--- src/rgmii_hw_test_pkg.sv ---
// #####################################
// RGMII link tester shared definitions
// Constants, state enums and bus structs
// #####################################
package rgmii_hw_test_pkg;

	// Payload length field width
	localparam int LEN_W = 12;

	// Ethernet framing bytes
	localparam logic [7:0] PREAMBLE_BYTE = 8'h55;
	localparam logic [7:0] SFD_BYTE = 8'hd5;
	localparam logic [3:0] PREAMBLE_LEN = 4'd7;

	// SPI register map, top nibble of each word
	typedef enum logic [3:0] {
		ADDR_LEN  = 4'd0,
		ADDR_SEED = 4'd1,
		ADDR_CMD  = 4'd2
	} cfg_addr_e;

	typedef enum logic [1:0] {
		GEN_IDLE,
		GEN_PRE,
		GEN_SFD,
		GEN_DATA
	} gen_state_e;

	typedef enum logic [1:0] {
		RX_IDLE,
		RX_PRE,
		RX_FIRST,
		RX_DATA
	} rx_state_e;

	// One GMII byte lane, en is tx_en or rx_dv
	typedef struct packed {
		logic [7:0] data;
		logic       en;
		logic       er;
	} gmii_t;

	typedef struct packed {
		logic [LEN_W-1:0] len;
		logic [7:0]       seed;
		logic             phy_force_rst;
	} test_cfg_t;

	// Single-cycle command strobes
	typedef struct packed {
		logic send;
		logic clear;
	} test_cmd_t;

	typedef struct packed {
		logic [7:0] good_count;
		logic       bad_seen;
	} rx_stat_t;

endpackage

--- src/spi_config.sv ---
// #####################################
// SPI write-only configuration port
// 16-bit words into registers and strobes
// #####################################
`timescale 1ns/1ps

module spi_config (
	input  logic                         tx_clk,
	input  logic                         arst_n,
	input  logic                         sclk,
	input  logic                         csb,
	input  logic                         mosi,
	output rgmii_hw_test_pkg::test_cfg_t cfg,
	output rgmii_hw_test_pkg::test_cmd_t cmd
);
	import rgmii_hw_test_pkg::*;

	localparam int WORD_BITS = 16;
	localparam logic [LEN_W-1:0] LEN_RESET = LEN_W'(64);

	logic [1:0]           sclk_sync;
	logic [1:0]           csb_sync;
	logic [1:0]           mosi_sync;
	logic                 sclk_q;
	logic                 csb_q;
	logic                 sclk_rise;
	logic                 csb_rise;
	logic [WORD_BITS-1:0] shift_reg;
	logic [4:0]           bit_cnt;
	cfg_addr_e            word_addr;
	logic [LEN_W-1:0]     word_data;

	// Two-flop synchronizers, csb idles high
	always_ff @(posedge tx_clk or negedge arst_n) begin
		if (!arst_n) begin
			sclk_sync <= '0;
			csb_sync <= '1;
			mosi_sync <= '0;
			sclk_q <= 1'b0;
			csb_q <= 1'b1;
		end else begin
			sclk_sync <= {sclk_sync[0], sclk};
			csb_sync <= {csb_sync[0], csb};
			mosi_sync <= {mosi_sync[0], mosi};
			sclk_q <= sclk_sync[1];
			csb_q <= csb_sync[1];
		end
	end

	assign sclk_rise = sclk_sync[1] & ~sclk_q;
	assign csb_rise = csb_sync[1] & ~csb_q;

	// MSB first, mosi has the same sync depth as sclk
	always_ff @(posedge tx_clk) begin
		if (!csb_sync[1] && sclk_rise) begin
			shift_reg <= {shift_reg[WORD_BITS-2:0], mosi_sync[1]};
		end
	end

	// Saturates so long transfers never alias to 16
	always_ff @(posedge tx_clk or negedge arst_n) begin
		if (!arst_n) begin
			bit_cnt <= '0;
		end else if (csb_sync[1]) begin
			bit_cnt <= '0;
		end else if (sclk_rise && bit_cnt != '1) begin
			bit_cnt <= bit_cnt + 5'd1;
		end
	end

	assign word_addr = cfg_addr_e'(shift_reg[WORD_BITS-1:LEN_W]);
	assign word_data = shift_reg[LEN_W-1:0];

	// Commit on csb rising, only for a full word
	always_ff @(posedge tx_clk or negedge arst_n) begin
		if (!arst_n) begin
			cfg.len <= LEN_RESET;
			cfg.seed <= '0;
			cfg.phy_force_rst <= 1'b0;
			cmd <= '0;
		end else begin
			cmd <= '0;
			if (csb_rise && bit_cnt == 5'(WORD_BITS)) begin
				case (word_addr)
					ADDR_LEN: cfg.len <= word_data;
					ADDR_SEED: cfg.seed <= word_data[7:0];
					ADDR_CMD: begin
						cmd.send <= word_data[0];
						cmd.clear <= word_data[1];
						cfg.phy_force_rst <= word_data[2];
					end
					default: ;
				endcase
			end
		end
	end

endmodule

--- config.mk ---
export PLATFORM = sky130hd
export DESIGN_NAME = spi_config
export DESIGN_NICKNAME = d
export VERILOG_FILES = /design/src/rgmii_hw_test_pkg.sv /design/src/spi_config.sv
export SDC_FILE = /design/constraint.sdc
export NUM_CORES = 1
export LEC_CHECK = 0
export BUFFER_PORTS_ARGS = -buffer_cell sky130_fd_sc_hd__buf_2
export CORE_MARGIN = 2
export CORE_UTILIZATION = 50
export CTS_CLUSTER_DIAMETER = 40
export DETAILED_ROUTE_END_ITERATION = 7
export PLACE_DENSITY = 0.84
export SLEW_MARGIN = 10
export SYNTH_ARGS = -nofsm -noshare
export SYNTH_HDL_FRONTEND = slang
export SYNTH_SLANG_ARGS = --single-unit
--- constraint.sdc ---
create_clock -name tx_clk -period 2.1 [get_ports tx_clk]
set_input_delay 0.105 -clock tx_clk [delete_from_list [all_inputs] [get_ports tx_clk]]
set_output_delay 0.105 -clock tx_clk [all_outputs]
set_load 0.01 [all_outputs]
Word-level counts from Yosys, hierarchy flattened
Cells that the tools add are included.

Add/subtract/negate cells: 1. Equality and inequality tests: 4. Multiplexer cells: 4. Bitwise gates (word level): 4. Reduce and logical (&&, ||, !) cells: 9.

Operator list (number): $mux 5 (2); $reduce_and 2->1 (3); $add 5x1->5 const B (1); $eq 5x5->1 const B (1); $ne 5x5->1 const B (1); $eq 4x1->1 const B (1); $eq 4x2->1 const B (1); $logic_not 4->1 (1); $mux 2 (2); $logic_and 1x1->1 (3); $and 1x1->1 (2); $not 1->1 (2); $reduce_bool 2->1 (1); $logic_not 1->1 (1).

Bits in registers: 52. Bits of input ports: 5. Output and inout bits: 23. Logic and storage cells: 34.

Depth between registers and ports, before layout
Gate-level depths: netlist (run 1).

Depth in word-level cells: 5. Mapped depth: 6. Mapped depth without buffers: 6.

Worst setup path after synthesis (run 1)
No wires, ideal clock.

Kind: reg2reg. Start point: register csb_sync[1]. End point: register shift_reg[0], enable pin. Setup time: 413 ps. Arrival time: 1646 ps. Required time: 1687 ps. Setup slack: 41 ps. Stages on the path, launching flop included: 2. Path buffers: 0. Period minus slack after synthesis: 2059 ps. Path through: dfstp_2 -> nor3b_1.

Word-level cells in the longest chain between the ends: 2.

Ends and longest elaborated chain: start: declaration (RTL line spi_config.sv:22) `logic [1:0] csb_sync;`; start signal: assignment (RTL line spi_config.sv:43) `csb_sync <= {csb_sync[0], csb};`; $logic_not 1->1 (RTL line spi_config.sv:55) `if (!csb_sync[1] && sclk_rise) begin`; $logic_and 1x1->1 (RTL line spi_config.sv:55); end signal: assignment (RTL line spi_config.sv:56) `shift_reg <= {shift_reg[WORD_BITS-2:0], mosi_sync[1]};`; end: declaration (RTL line spi_config.sv:28) `logic [WORD_BITS-1:0] shift_reg;`.

No other way between the ends. A chain may end at the register's enable or synchronous reset.

Final worst setup path (run 1)
Start point: register bit_cnt[0]. End point: register bit_cnt[3].

Word-level cells in the longest chain between the ends: 3. Elaborated cells between the ends (all ways): 6. Classes of those cells: add/sub: 1; eq/ne: 1; mux: 2; reduce/logical: 2.

Ends and longest elaborated chain: start: declaration (RTL line spi_config.sv:29) `logic [4:0] bit_cnt;`; start signal: assignment (RTL line spi_config.sv:67) `bit_cnt <= bit_cnt + 5'd1;`; $add 5x1->5 or $ne 5x5->1 (tied branches) (RTL line spi_config.sv:67, spi_config.sv:66); $mux 5 or $logic_and 1x1->1 (tied branches) (RTL line spi_config.sv:66) `end else if (sclk_rise && bit_cnt != '1) begin`; $mux 5 or $reduce_bool 2->1 (tied branches).

Several ways; a longest one is shown, not always the timed one. The select of a mux whose other input is x is not followed.

==> flow_summary.html, run 1 <==
<table>
<tr><th>Metric</th><th>Value</th></tr>
<tr><th colspan="2">Run status</th></tr>
<tr><td>Outcome</td><td>finished clean</td></tr>
<tr><th colspan="2">Hold path</th></tr>
<tr><td>Classification of the worst-slack hold path</td><td>reg2reg</td></tr>
<tr><th colspan="2">Timing</th></tr>
<tr><td>Setup violation total in the final timing report</td><td>0</td></tr>
<tr><td>Time the final worst path needs with I/O delays and setup</td><td>2000 ps</td></tr>
<tr><td>Tightest slew margin relative to the limit</td><td>48.6%</td></tr>
<tr><td>RSZ-0062 raised after global routing</td><td>false</td></tr>
<tr><td>Share of the cycle needed by the critical path after routing</td><td>95.3%</td></tr>
<tr><td>Total negative slack</td><td>0 ps</td></tr>
<tr><td>Total count of hold-check failures in the final report</td><td>0</td></tr>
<tr><td>Count of pins over their slew limit</td><td>0</td></tr>
<tr><td>Clock Skews</td><td>5.15 ps</td></tr>
<tr><td>Transition at the pin with the smallest max-transition slack</td><td>770 ps</td></tr>
<tr><td>Fmax</td><td>500 MHz</td></tr>
<tr><th colspan="2">Final layout</th></tr>
<tr><td>Area occupied by multi-input gates</td><td>514 um^2</td></tr>
<tr><td>Flip-flop count of the largest register, all copies and words added</td><td>21</td></tr>
<tr><td>Most common library cell in the layout ignoring fill and taps</td><td>dfrtp_1</td></tr>
<tr><td>Antenna cells</td><td>0</td></tr>
<tr><td>Sequential cell area</td><td>1390 um^2</td></tr>
<tr><td>Proportion of layout cells with a drive suffix above 1</td><td>44.9%</td></tr>
<tr><td>Top library cells by usage in the layout, fill and taps aside</td><td>dfrtp_1, buf_2, edfxtp_1</td></tr>
<tr><td>Fillers</td><td>284</td></tr>
<tr><td>Layout overhead on the synthesized area</td><td>16.8%</td></tr>
<tr><td>Net count, final</td><td>154</td></tr>
<tr><th colspan="2">Placed design</th></tr>
<tr><td>Number of I/O port buffers</td><td>27</td></tr>
<tr><td>Final Wtd Congestion</td><td>0.698</td></tr>
<tr><td>HPWL after detailed placement</td><td>2050 um</td></tr>
<tr><th colspan="2">Synthesis</th></tr>
<tr><td>Net Count, Synth</td><td>116</td></tr>
<tr><td>Synthesized-area fraction occupied by ao, oa, aoi and oai cells</td><td>1.30%</td></tr>
<tr><td>Biggest area contributors in the synthesized netlist</td><td>dfrtp_1, edfxtp_1, mux2_4</td></tr>
<tr><td>Fraction of synthesized cell area taken by the top area cell type</td><td>41.5%</td></tr>
<tr><td>Dominant cell type by area after synthesis</td><td>dfrtp_1</td></tr>
<tr><td>Area share of and/or/nand/nor cells after synthesis</td><td>8.37%</td></tr>
<tr><td>Seq/Total Area, Yosys</td><td>71.9%</td></tr>
<tr><td>Main combinational cell family by area after synthesis</td><td>multiplexers</td></tr>
<tr><td>Number of different library cells in the post-synthesis netlist</td><td>24</td></tr>
<tr><td>Post-Synthesis Mean Instance Area</td><td>17.9 um^2</td></tr>
<tr><td>Cell count after synthesis</td><td>108</td></tr>
<tr><td>Share of synthesized area spent on multiplexers</td><td>14.2%</td></tr>
<tr><td>Post-Syn Area</td><td>1930 um^2</td></tr>
<tr><td>Share of synthesized cell area in full adder, half adder and majority cells</td><td>1.95%</td></tr>
<tr><td>Xor-xnor portion of the synthesized cell area</td><td>0.454%</td></tr>
<tr><td>Post-synthesis sequential element count</td><td>52</td></tr>
<tr><td>Yosys Warn Count</td><td>0</td></tr>
<tr><th colspan="2">Die</th></tr>
<tr><td>Initial standard-cell utilization of the core</td><td>52.3%</td></tr>
<tr><td>Die width</td><td>66.1 um</td></tr>
<tr><td>Top-Level Pins</td><td>28</td></tr>
<tr><td>Die Y</td><td>66.1 um</td></tr>
<tr><td>Number of rows created at floorplan</td><td>22</td></tr>
<tr><td>Core footprint</td><td>3690 um^2</td></tr>
<tr><td>DIE AREA</td><td>4370 um^2</td></tr>
<tr><th colspan="2">Clocking</th></tr>
<tr><td>CTS sink count</td><td>52</td></tr>
<tr><td>Clock tree root buffer cell</td><td>clkbuf_8</td></tr>
<tr><td>Clock transition at path regs</td><td>90 ps</td></tr>
<tr><td>Buffer levels on the longest clock path</td><td>2</td></tr>
<tr><td>CTS tree</td><td>built</td></tr>
<tr><td>Buffers inserted by post-CTS timing repair</td><td>0</td></tr>
<tr><td>TritonCTS Buffers</td><td>5</td></tr>
<tr><td>Clock network latency to the later pin of the worst-skew pair</td><td>300 ps</td></tr>
<tr><td>Number of H-tree branching levels</td><td>2</td></tr>
<tr><th colspan="2">Pwr</th></tr>
<tr><td>Max VDD drop</td><td>0.556 mV</td></tr>
<tr><td>Power dissipated by switching net loads</td><td>343 uW</td></tr>
<tr><td>Cell-internal power</td><td>1.35 mW</td></tr>
<tr><td>Power share of the clock group</td><td>33.9%</td></tr>
<tr><td>Power Total</td><td>1.69 mW</td></tr>
<tr><td>Fraction of power spent switching nets</td><td>20.3%</td></tr>
<tr><td>Sequential power share</td><td>63.6%</td></tr>
<tr><td>Combinational share of power</td><td>2.5%</td></tr>
<tr><td>Cell Pwr Density</td><td>751 nW/um^2</td></tr>
<tr><td>Pleak</td><td>1.08 nW</td></tr>
<tr><th colspan="2">Worst setup path</th></tr>
<tr><td>Critical path class</td><td>reg2reg</td></tr>
<tr><td>Critical Path Source Type</td><td>flop</td></tr>
<tr><td>Required time at the worst-slack endpoint</td><td>2330 ps</td></tr>
<tr><td>Category of the worst setup path capture point</td><td>flop</td></tr>
<tr><td>CP Data Arrival Time</td><td>2230 ps</td></tr>
<tr><td>Maximum fanout along the worst path</td><td>5</td></tr>
<tr><th colspan="2">Global routing</th></tr>
<tr><td>Wire length of the first global-routing pass</td><td>5000 um</td></tr>
<tr><td>Antenna violations before repair</td><td>0</td></tr>
<tr><td>Remaining global-route overflow</td><td>0</td></tr>
<tr><td>Vias in the first global route</td><td>1096</td></tr>
<tr><td>Total global routing track utilization</td><td>15.8%</td></tr>
<tr><td>Largest net degree at the start of global routing</td><td>37</td></tr>
<tr><th colspan="2">Drt</th></tr>
<tr><td>Number of DRC violations after detailed routing</td><td>0</td></tr>
<tr><td>Mean routed wirelength per cell</td><td>15.5 um</td></tr>
<tr><td>Drt total wl</td><td>3010 um</td></tr>
<tr><td>Final antenna-violating net count</td><td>0</td></tr>
<tr><td>Via density per instance</td><td>5.10</td></tr>
<tr><td>First drt pass iteration count</td><td>4</td></tr>
<tr><td>Violation count after the first detailed-route iteration</td><td>51</td></tr>
<tr><td>Detailed-route via count</td><td>995</td></tr>
<tr><th colspan="2">Run</th></tr>
<tr><td>MaxCap Viol Count</td><td>0</td></tr>
</table>
cell usage after synthesis:
library cell	n
dfrtp_1	32
edfxtp_1	16
mux2_2	11
mux2_4	10
nand2_1	6
a21oi_1	4
dfstp_2	4
inv_1	4
ha_1	3
nor2_1	3
nor3b_1	2
and3_1	1
and4bb_2	1
and4bb_4	1
buf_12	1
nand3_1	1
nand4b_1	1
nand4b_2	1
nor4b_4	1
nor4bb_1	1
o21ai_0	1
or3_1	1
or3b_1	1
xnor2_1	1
layer usage:
layer | GRT usage (%) | up-vias | part of all wire, %
met5 | 0 | - | 0
met4 | 6.63 | 0 | 2.1
met3 | 5.79 | 6 | 4.3
met2 | 25.1 | 26 | 49
met1 | 19.4 | 500 | 44
li1 | - | 463 | -
power by group through the flow:
stage / Sequential (mW) / Clock, mW / Combinational, mW
after floorplan: 1.09 / 0 / 0.0144
after global routing: 1.08 / 0.635 / 0.0480
after CTS: 1.08 / 0.590 / 0.0428
after detailed placement: 1.10 / 0 / 0.0371
final: 1.08 / 0.573 / 0.0419
after global placement: 1.10 / 0 / 0.0338
worst max-delay path, cell delays in order (launching register included):
cell and delay [ps]:
dfrtp_1 420, ha_1 220, and3_1 160, ha_1 210, or3b_4 410, or3_1 360
a21oi_1 150
area by class of cell:
class,instances,area share [%]
clock buffer,7,3.83
sequential,52,61.6
inverter,4,0.667
timing repair buffer,32,8.11
clock inverter,1,0.333
tap,48,2.67
multi-input combinational,51,22.8
cell families after synthesis:
logic type / after synthesis
adders and majority gates: 3
xor gates and xnor gates: 1
buffers and inverters: 5
AOI/OAI and AO/OA: 5
and+or+nand+nor: 21
muxes: 21
DFF: 52
final timing paths:
path	slack [ps]	startpoint	cells after the start	end
setup / recovery	100	bit_cnt[0]	6	bit_cnt[3]
min in group asynchronous	400	arst_n	2	cfg[5]
max in group asynchronous	1200	arst_n	2	cfg[0]
hold reg to reg	360	mosi_sync[0]	0	mosi_sync[1]
setup reg to reg	100	bit_cnt[0]	6	bit_cnt[3]
hold / removal	360	mosi_sync[0]	0	mosi_sync[1]
repair_timing:
action,4_1_cts,5_1_grt
resized for setup,0,1
hold buffers,4,0
setup endpoints to repair,0,1
endpoints found under the hold margin,35,0
stage by stage:
step	hold slack, ps	utilization, %	cells	worst slack [ps]	cell area [um^2]
final	358	61.1	195	98.2	2250
after global routing	369	61.1	195	43.2	2250
after CTS	360	61.0	195	84.4	2250
after detailed placement	213	57.4	183	104	2120
after global placement	205	57.4	183	195	2120
after floorplan	-191	-	108	41.0	1930
No activity file was read; power rests on OpenSTA's default activity.
==> run 2, diff against run 1 <==
==> constraint.sdc (replaced) <==
create_clock -name tx_clk -period 1.8 [get_ports tx_clk]
set_input_delay 0.09 -clock tx_clk [delete_from_list [all_inputs] [get_ports tx_clk]]
set_output_delay 0.09 -clock tx_clk [all_outputs]
set_load 0.01 [all_outputs]
==> run 2 against run 1 <==
Hold slack gained 3.8 ps. The flow now finishes with violations (setup timing). Critical path depth unchanged. Highest routed layer unchanged. Sequential cell count did not move. Register-to-register slack worse by 170 ps.
==> flow_summary.html, run 2 (same netlist as run 1, synthesis figures left out) <==
<table>
<tr><th>Metric</th><th>Value</th></tr>
<tr><th colspan="2">Run status</th></tr>
<tr><td>Outcome</td><td>complete, but fails checks</td></tr>
<tr><td>Violated checks</td><td>setup timing</td></tr>
<tr><th colspan="2">Final layout</th></tr>
<tr><td>Net count, final</td><td>166</td></tr>
<tr><td>Final instance area</td><td>2380 um^2</td></tr>
<tr><td>Antenna cells</td><td>0</td></tr>
<tr><td>Final core utilization</td><td>64.6%</td></tr>
<tr><td>Fillers</td><td>263</td></tr>
<tr><td>Most common library cell in the layout ignoring fill and taps</td><td>dfrtp_1</td></tr>
<tr><td>Top library cells by usage in the layout, fill and taps aside</td><td>dfrtp_1, buf_2, edfxtp_1</td></tr>
<tr><td>Layout overhead on the synthesized area</td><td>23.6%</td></tr>
<tr><td>Proportion of layout cells with a drive suffix above 1</td><td>52.2%</td></tr>
<tr><td>Flip-flop count of the largest register, all copies and words added</td><td>21</td></tr>
<tr><th colspan="2">Clocking</th></tr>
<tr><td>Buffer levels on the longest clock path</td><td>2</td></tr>
<tr><td>TritonCTS Buffers</td><td>5</td></tr>
<tr><td>Clock tree root buffer cell</td><td>clkbuf_8</td></tr>
<tr><td>CTS tree</td><td>built</td></tr>
<tr><td>Number of H-tree branching levels</td><td>2</td></tr>
<tr><td>Clock transition at path regs</td><td>90 ps</td></tr>
<tr><td>CTS sink count</td><td>52</td></tr>
<tr><td>Clock network latency to the later pin of the worst-skew pair</td><td>290 ps</td></tr>
<tr><th colspan="2">Die</th></tr>
<tr><td>Top-Level Pins</td><td>28</td></tr>
<tr><td>Core footprint</td><td>3690 um^2</td></tr>
<tr><td>Initial standard-cell utilization of the core</td><td>52.3%</td></tr>
<tr><td>Number of rows created at floorplan</td><td>22</td></tr>
<tr><td>Die width</td><td>66.1 um</td></tr>
<tr><td>DIE AREA</td><td>4370 um^2</td></tr>
<tr><td>Die Y</td><td>66.1 um</td></tr>
<tr><th colspan="2">Worst setup path</th></tr>
<tr><td>CP Data Arrival Time</td><td>2090 ps</td></tr>
<tr><td>Crit path cell chain</td><td>ha_2, and3_4, ha_4, or3b_4, or3_4, a21oi_2</td></tr>
<tr><td>Required time at the worst-slack endpoint</td><td>2020 ps</td></tr>
<tr><td>Number of buffers and inverters on the critical path</td><td>0</td></tr>
<tr><td>Worst-path cell with the longest stage delay</td><td>dfrtp_1</td></tr>
<tr><td>Maximum fanout along the worst path</td><td>3</td></tr>
<tr><td>Critical Path Source Type</td><td>flop</td></tr>
<tr><td>CP peak stage delay</td><td>420 ps</td></tr>
<tr><td>Critical path class</td><td>reg2reg</td></tr>
<tr><td>Category of the worst setup path capture point</td><td>flop</td></tr>
<tr><td>Crit-path leading delay family</td><td>simple AND/OR/NAND/NOR gates</td></tr>
<tr><th colspan="2">Drt</th></tr>
<tr><td>Drt total wl</td><td>3240 um</td></tr>
<tr><td>Routed wl met3</td><td>166 um</td></tr>
<tr><td>Mean routed wirelength per cell</td><td>15.6 um</td></tr>
<tr><td>Final antenna-violating net count</td><td>0</td></tr>
<tr><td>Detailed-route via count</td><td>1061</td></tr>
<tr><td>First drt pass iteration count</td><td>4</td></tr>
<tr><td>Via density per instance</td><td>5.13</td></tr>
<tr><td>Violation count after the first detailed-route iteration</td><td>36</td></tr>
<tr><td>Number of DRC violations after detailed routing</td><td>0</td></tr>
<tr><td>Met2 wirelength from detailed routing</td><td>1590 um</td></tr>
<tr><td>Highest routed layer</td><td>met4</td></tr>
<tr><td>Wire length the detailed router placed on met1</td><td>1430 um</td></tr>
<tr><th colspan="2">Placed design</th></tr>
<tr><td>HPWL after detailed placement</td><td>2110 um</td></tr>
<tr><td>Number of I/O port buffers</td><td>27</td></tr>
<tr><td>Final Wtd Congestion</td><td>0.693</td></tr>
<tr><td>Cell area after placement</td><td>2150 um^2</td></tr>
<tr><th colspan="2">Pwr</th></tr>
<tr><td>Power share of the clock group</td><td>31.9%</td></tr>
<tr><td>Max VDD drop</td><td>0.677 mV</td></tr>
<tr><td>Fraction of power spent switching nets</td><td>20.3%</td></tr>
<tr><td>Combinational share of power</td><td>3.2%</td></tr>
<tr><td>Cell Pwr Density</td><td>811 nW/um^2</td></tr>
<tr><td>Cell-internal power</td><td>1.54 mW</td></tr>
<tr><td>Power dissipated by switching net loads</td><td>393 uW</td></tr>
<tr><td>Pleak</td><td>1.15 nW</td></tr>
<tr><td>Sequential power share</td><td>64.9%</td></tr>
<tr><th colspan="2">Global routing</th></tr>
<tr><td>Remaining global-route overflow</td><td>0</td></tr>
<tr><td>Wire length of the first global-routing pass</td><td>5290 um</td></tr>
<tr><td>Antenna violations before repair</td><td>0</td></tr>
<tr><td>Total global routing track utilization</td><td>16.7%</td></tr>
<tr><td>Vias in the first global route</td><td>1091</td></tr>
<tr><td>Largest net degree at the start of global routing</td><td>37</td></tr>
<tr><th colspan="2">Hold path</th></tr>
<tr><td>Classification of the worst-slack hold path</td><td>reg2reg</td></tr>
<tr><th colspan="2">Timing</th></tr>
<tr><td>Count of pins over their slew limit</td><td>0</td></tr>
<tr><td>Total count of hold-check failures in the final report</td><td>0</td></tr>
<tr><td>Transition at the pin with the smallest max-transition slack</td><td>777 ps</td></tr>
<tr><td>Clock Skews</td><td>6.66 ps</td></tr>
<tr><td>RSZ-0062 raised after global routing</td><td>true</td></tr>
<tr><td>Time the final worst path needs with I/O delays and setup</td><td>1870 ps</td></tr>
<tr><td>Share of the cycle needed by the critical path after routing</td><td>104%</td></tr>
<tr><td>Setup violation total in the final timing report</td><td>1</td></tr>
<tr><td>Setup WS post-layout</td><td>-68.5 ps</td></tr>
<tr><td>Worst Hold Margin</td><td>361 ps</td></tr>
<tr><td>Tightest slew margin relative to the limit</td><td>48.2%</td></tr>
<tr><td>Fmax</td><td>535 MHz</td></tr>
<tr><th colspan="2">Run</th></tr>
<tr><td>MaxCap Viol Count</td><td>0</td></tr>
</table>
[run 2: metrics by stage]
| stage | setup WS (ps) | power, mW | cells | TNS [ps] |
|---|---|---|---|---|
| final | -68.5 | 1.93 | 207 | -68.5 |
| after global routing | -103 | 2.02 | 207 | -112 |
| after CTS | -30.1 | 1.95 | 204 | -30.1 |
| after floorplan | 13.9 | 1.29 | 108 | 0 |
| after global placement | 19.9 | 1.32 | 186 | 0 |
| after detailed placement | -43.0 | 1.33 | 186 | -57.2 |
[run 2: what timing repair did]
action / CTS / global route
gates resized for setup: 2 / 5
endpoints found under the setup margin: 2 / 12
pin swaps: 0 / 3
hold buffers: 4 / 0
hold endpoints to repair: 35 / 0
buffers inserted: 6 / 3
[run 2: worst paths after layout]
kind,start,to,slack (ps),cells past startpoint
min reg2reg,mosi_sync[0],mosi_sync[1],360,0
max reg2reg,bit_cnt[1],bit_cnt[3],-70,6
max,bit_cnt[1],bit_cnt[3],-70,6
min,mosi_sync[0],mosi_sync[1],360,0
max in group asynchronous,arst_n,cfg[20],900,2
min in group asynchronous,arst_n,cfg[13],400,2
[run 2: area by class of cell]
| type | count | area (um^2) | area share, % |
|---|---|---|---|
| multi-input cells | 51 | 556 | 23.3 |
| clock inverters | 1 | 5.00 | 0.210 |
| clock buffers | 7 | 76.3 | 3.20 |
| flip-flops and latches | 52 | 1390 | 58.2 |
| inverters | 4 | 15.0 | 0.630 |
| well taps | 48 | 60.1 | 2.52 |
| repair buffers | 44 | 285 | 12.0 |
[run 2: power by group through the flow]
stage / Sequential [mW] / Clock, mW / Combinational, mW
CTS: 1.25 / 0.634 / 0.0608
detailed placement: 1.28 / 0 / 0.0504
floorplan: 1.28 / 0 / 0.0182
finish: 1.25 / 0.616 / 0.0614
global route: 1.26 / 0.692 / 0.0680
global placement: 1.28 / 0 / 0.0481
[run 2: routing by layer]
layer | vias to the layer above | track usage (%)
li1 | 483 | -
met1 | 547 | 21.1
met2 | 25 | 26.3
met3 | 6 | 6.13
met4 | 0 | 6.63
met5 | - | 0
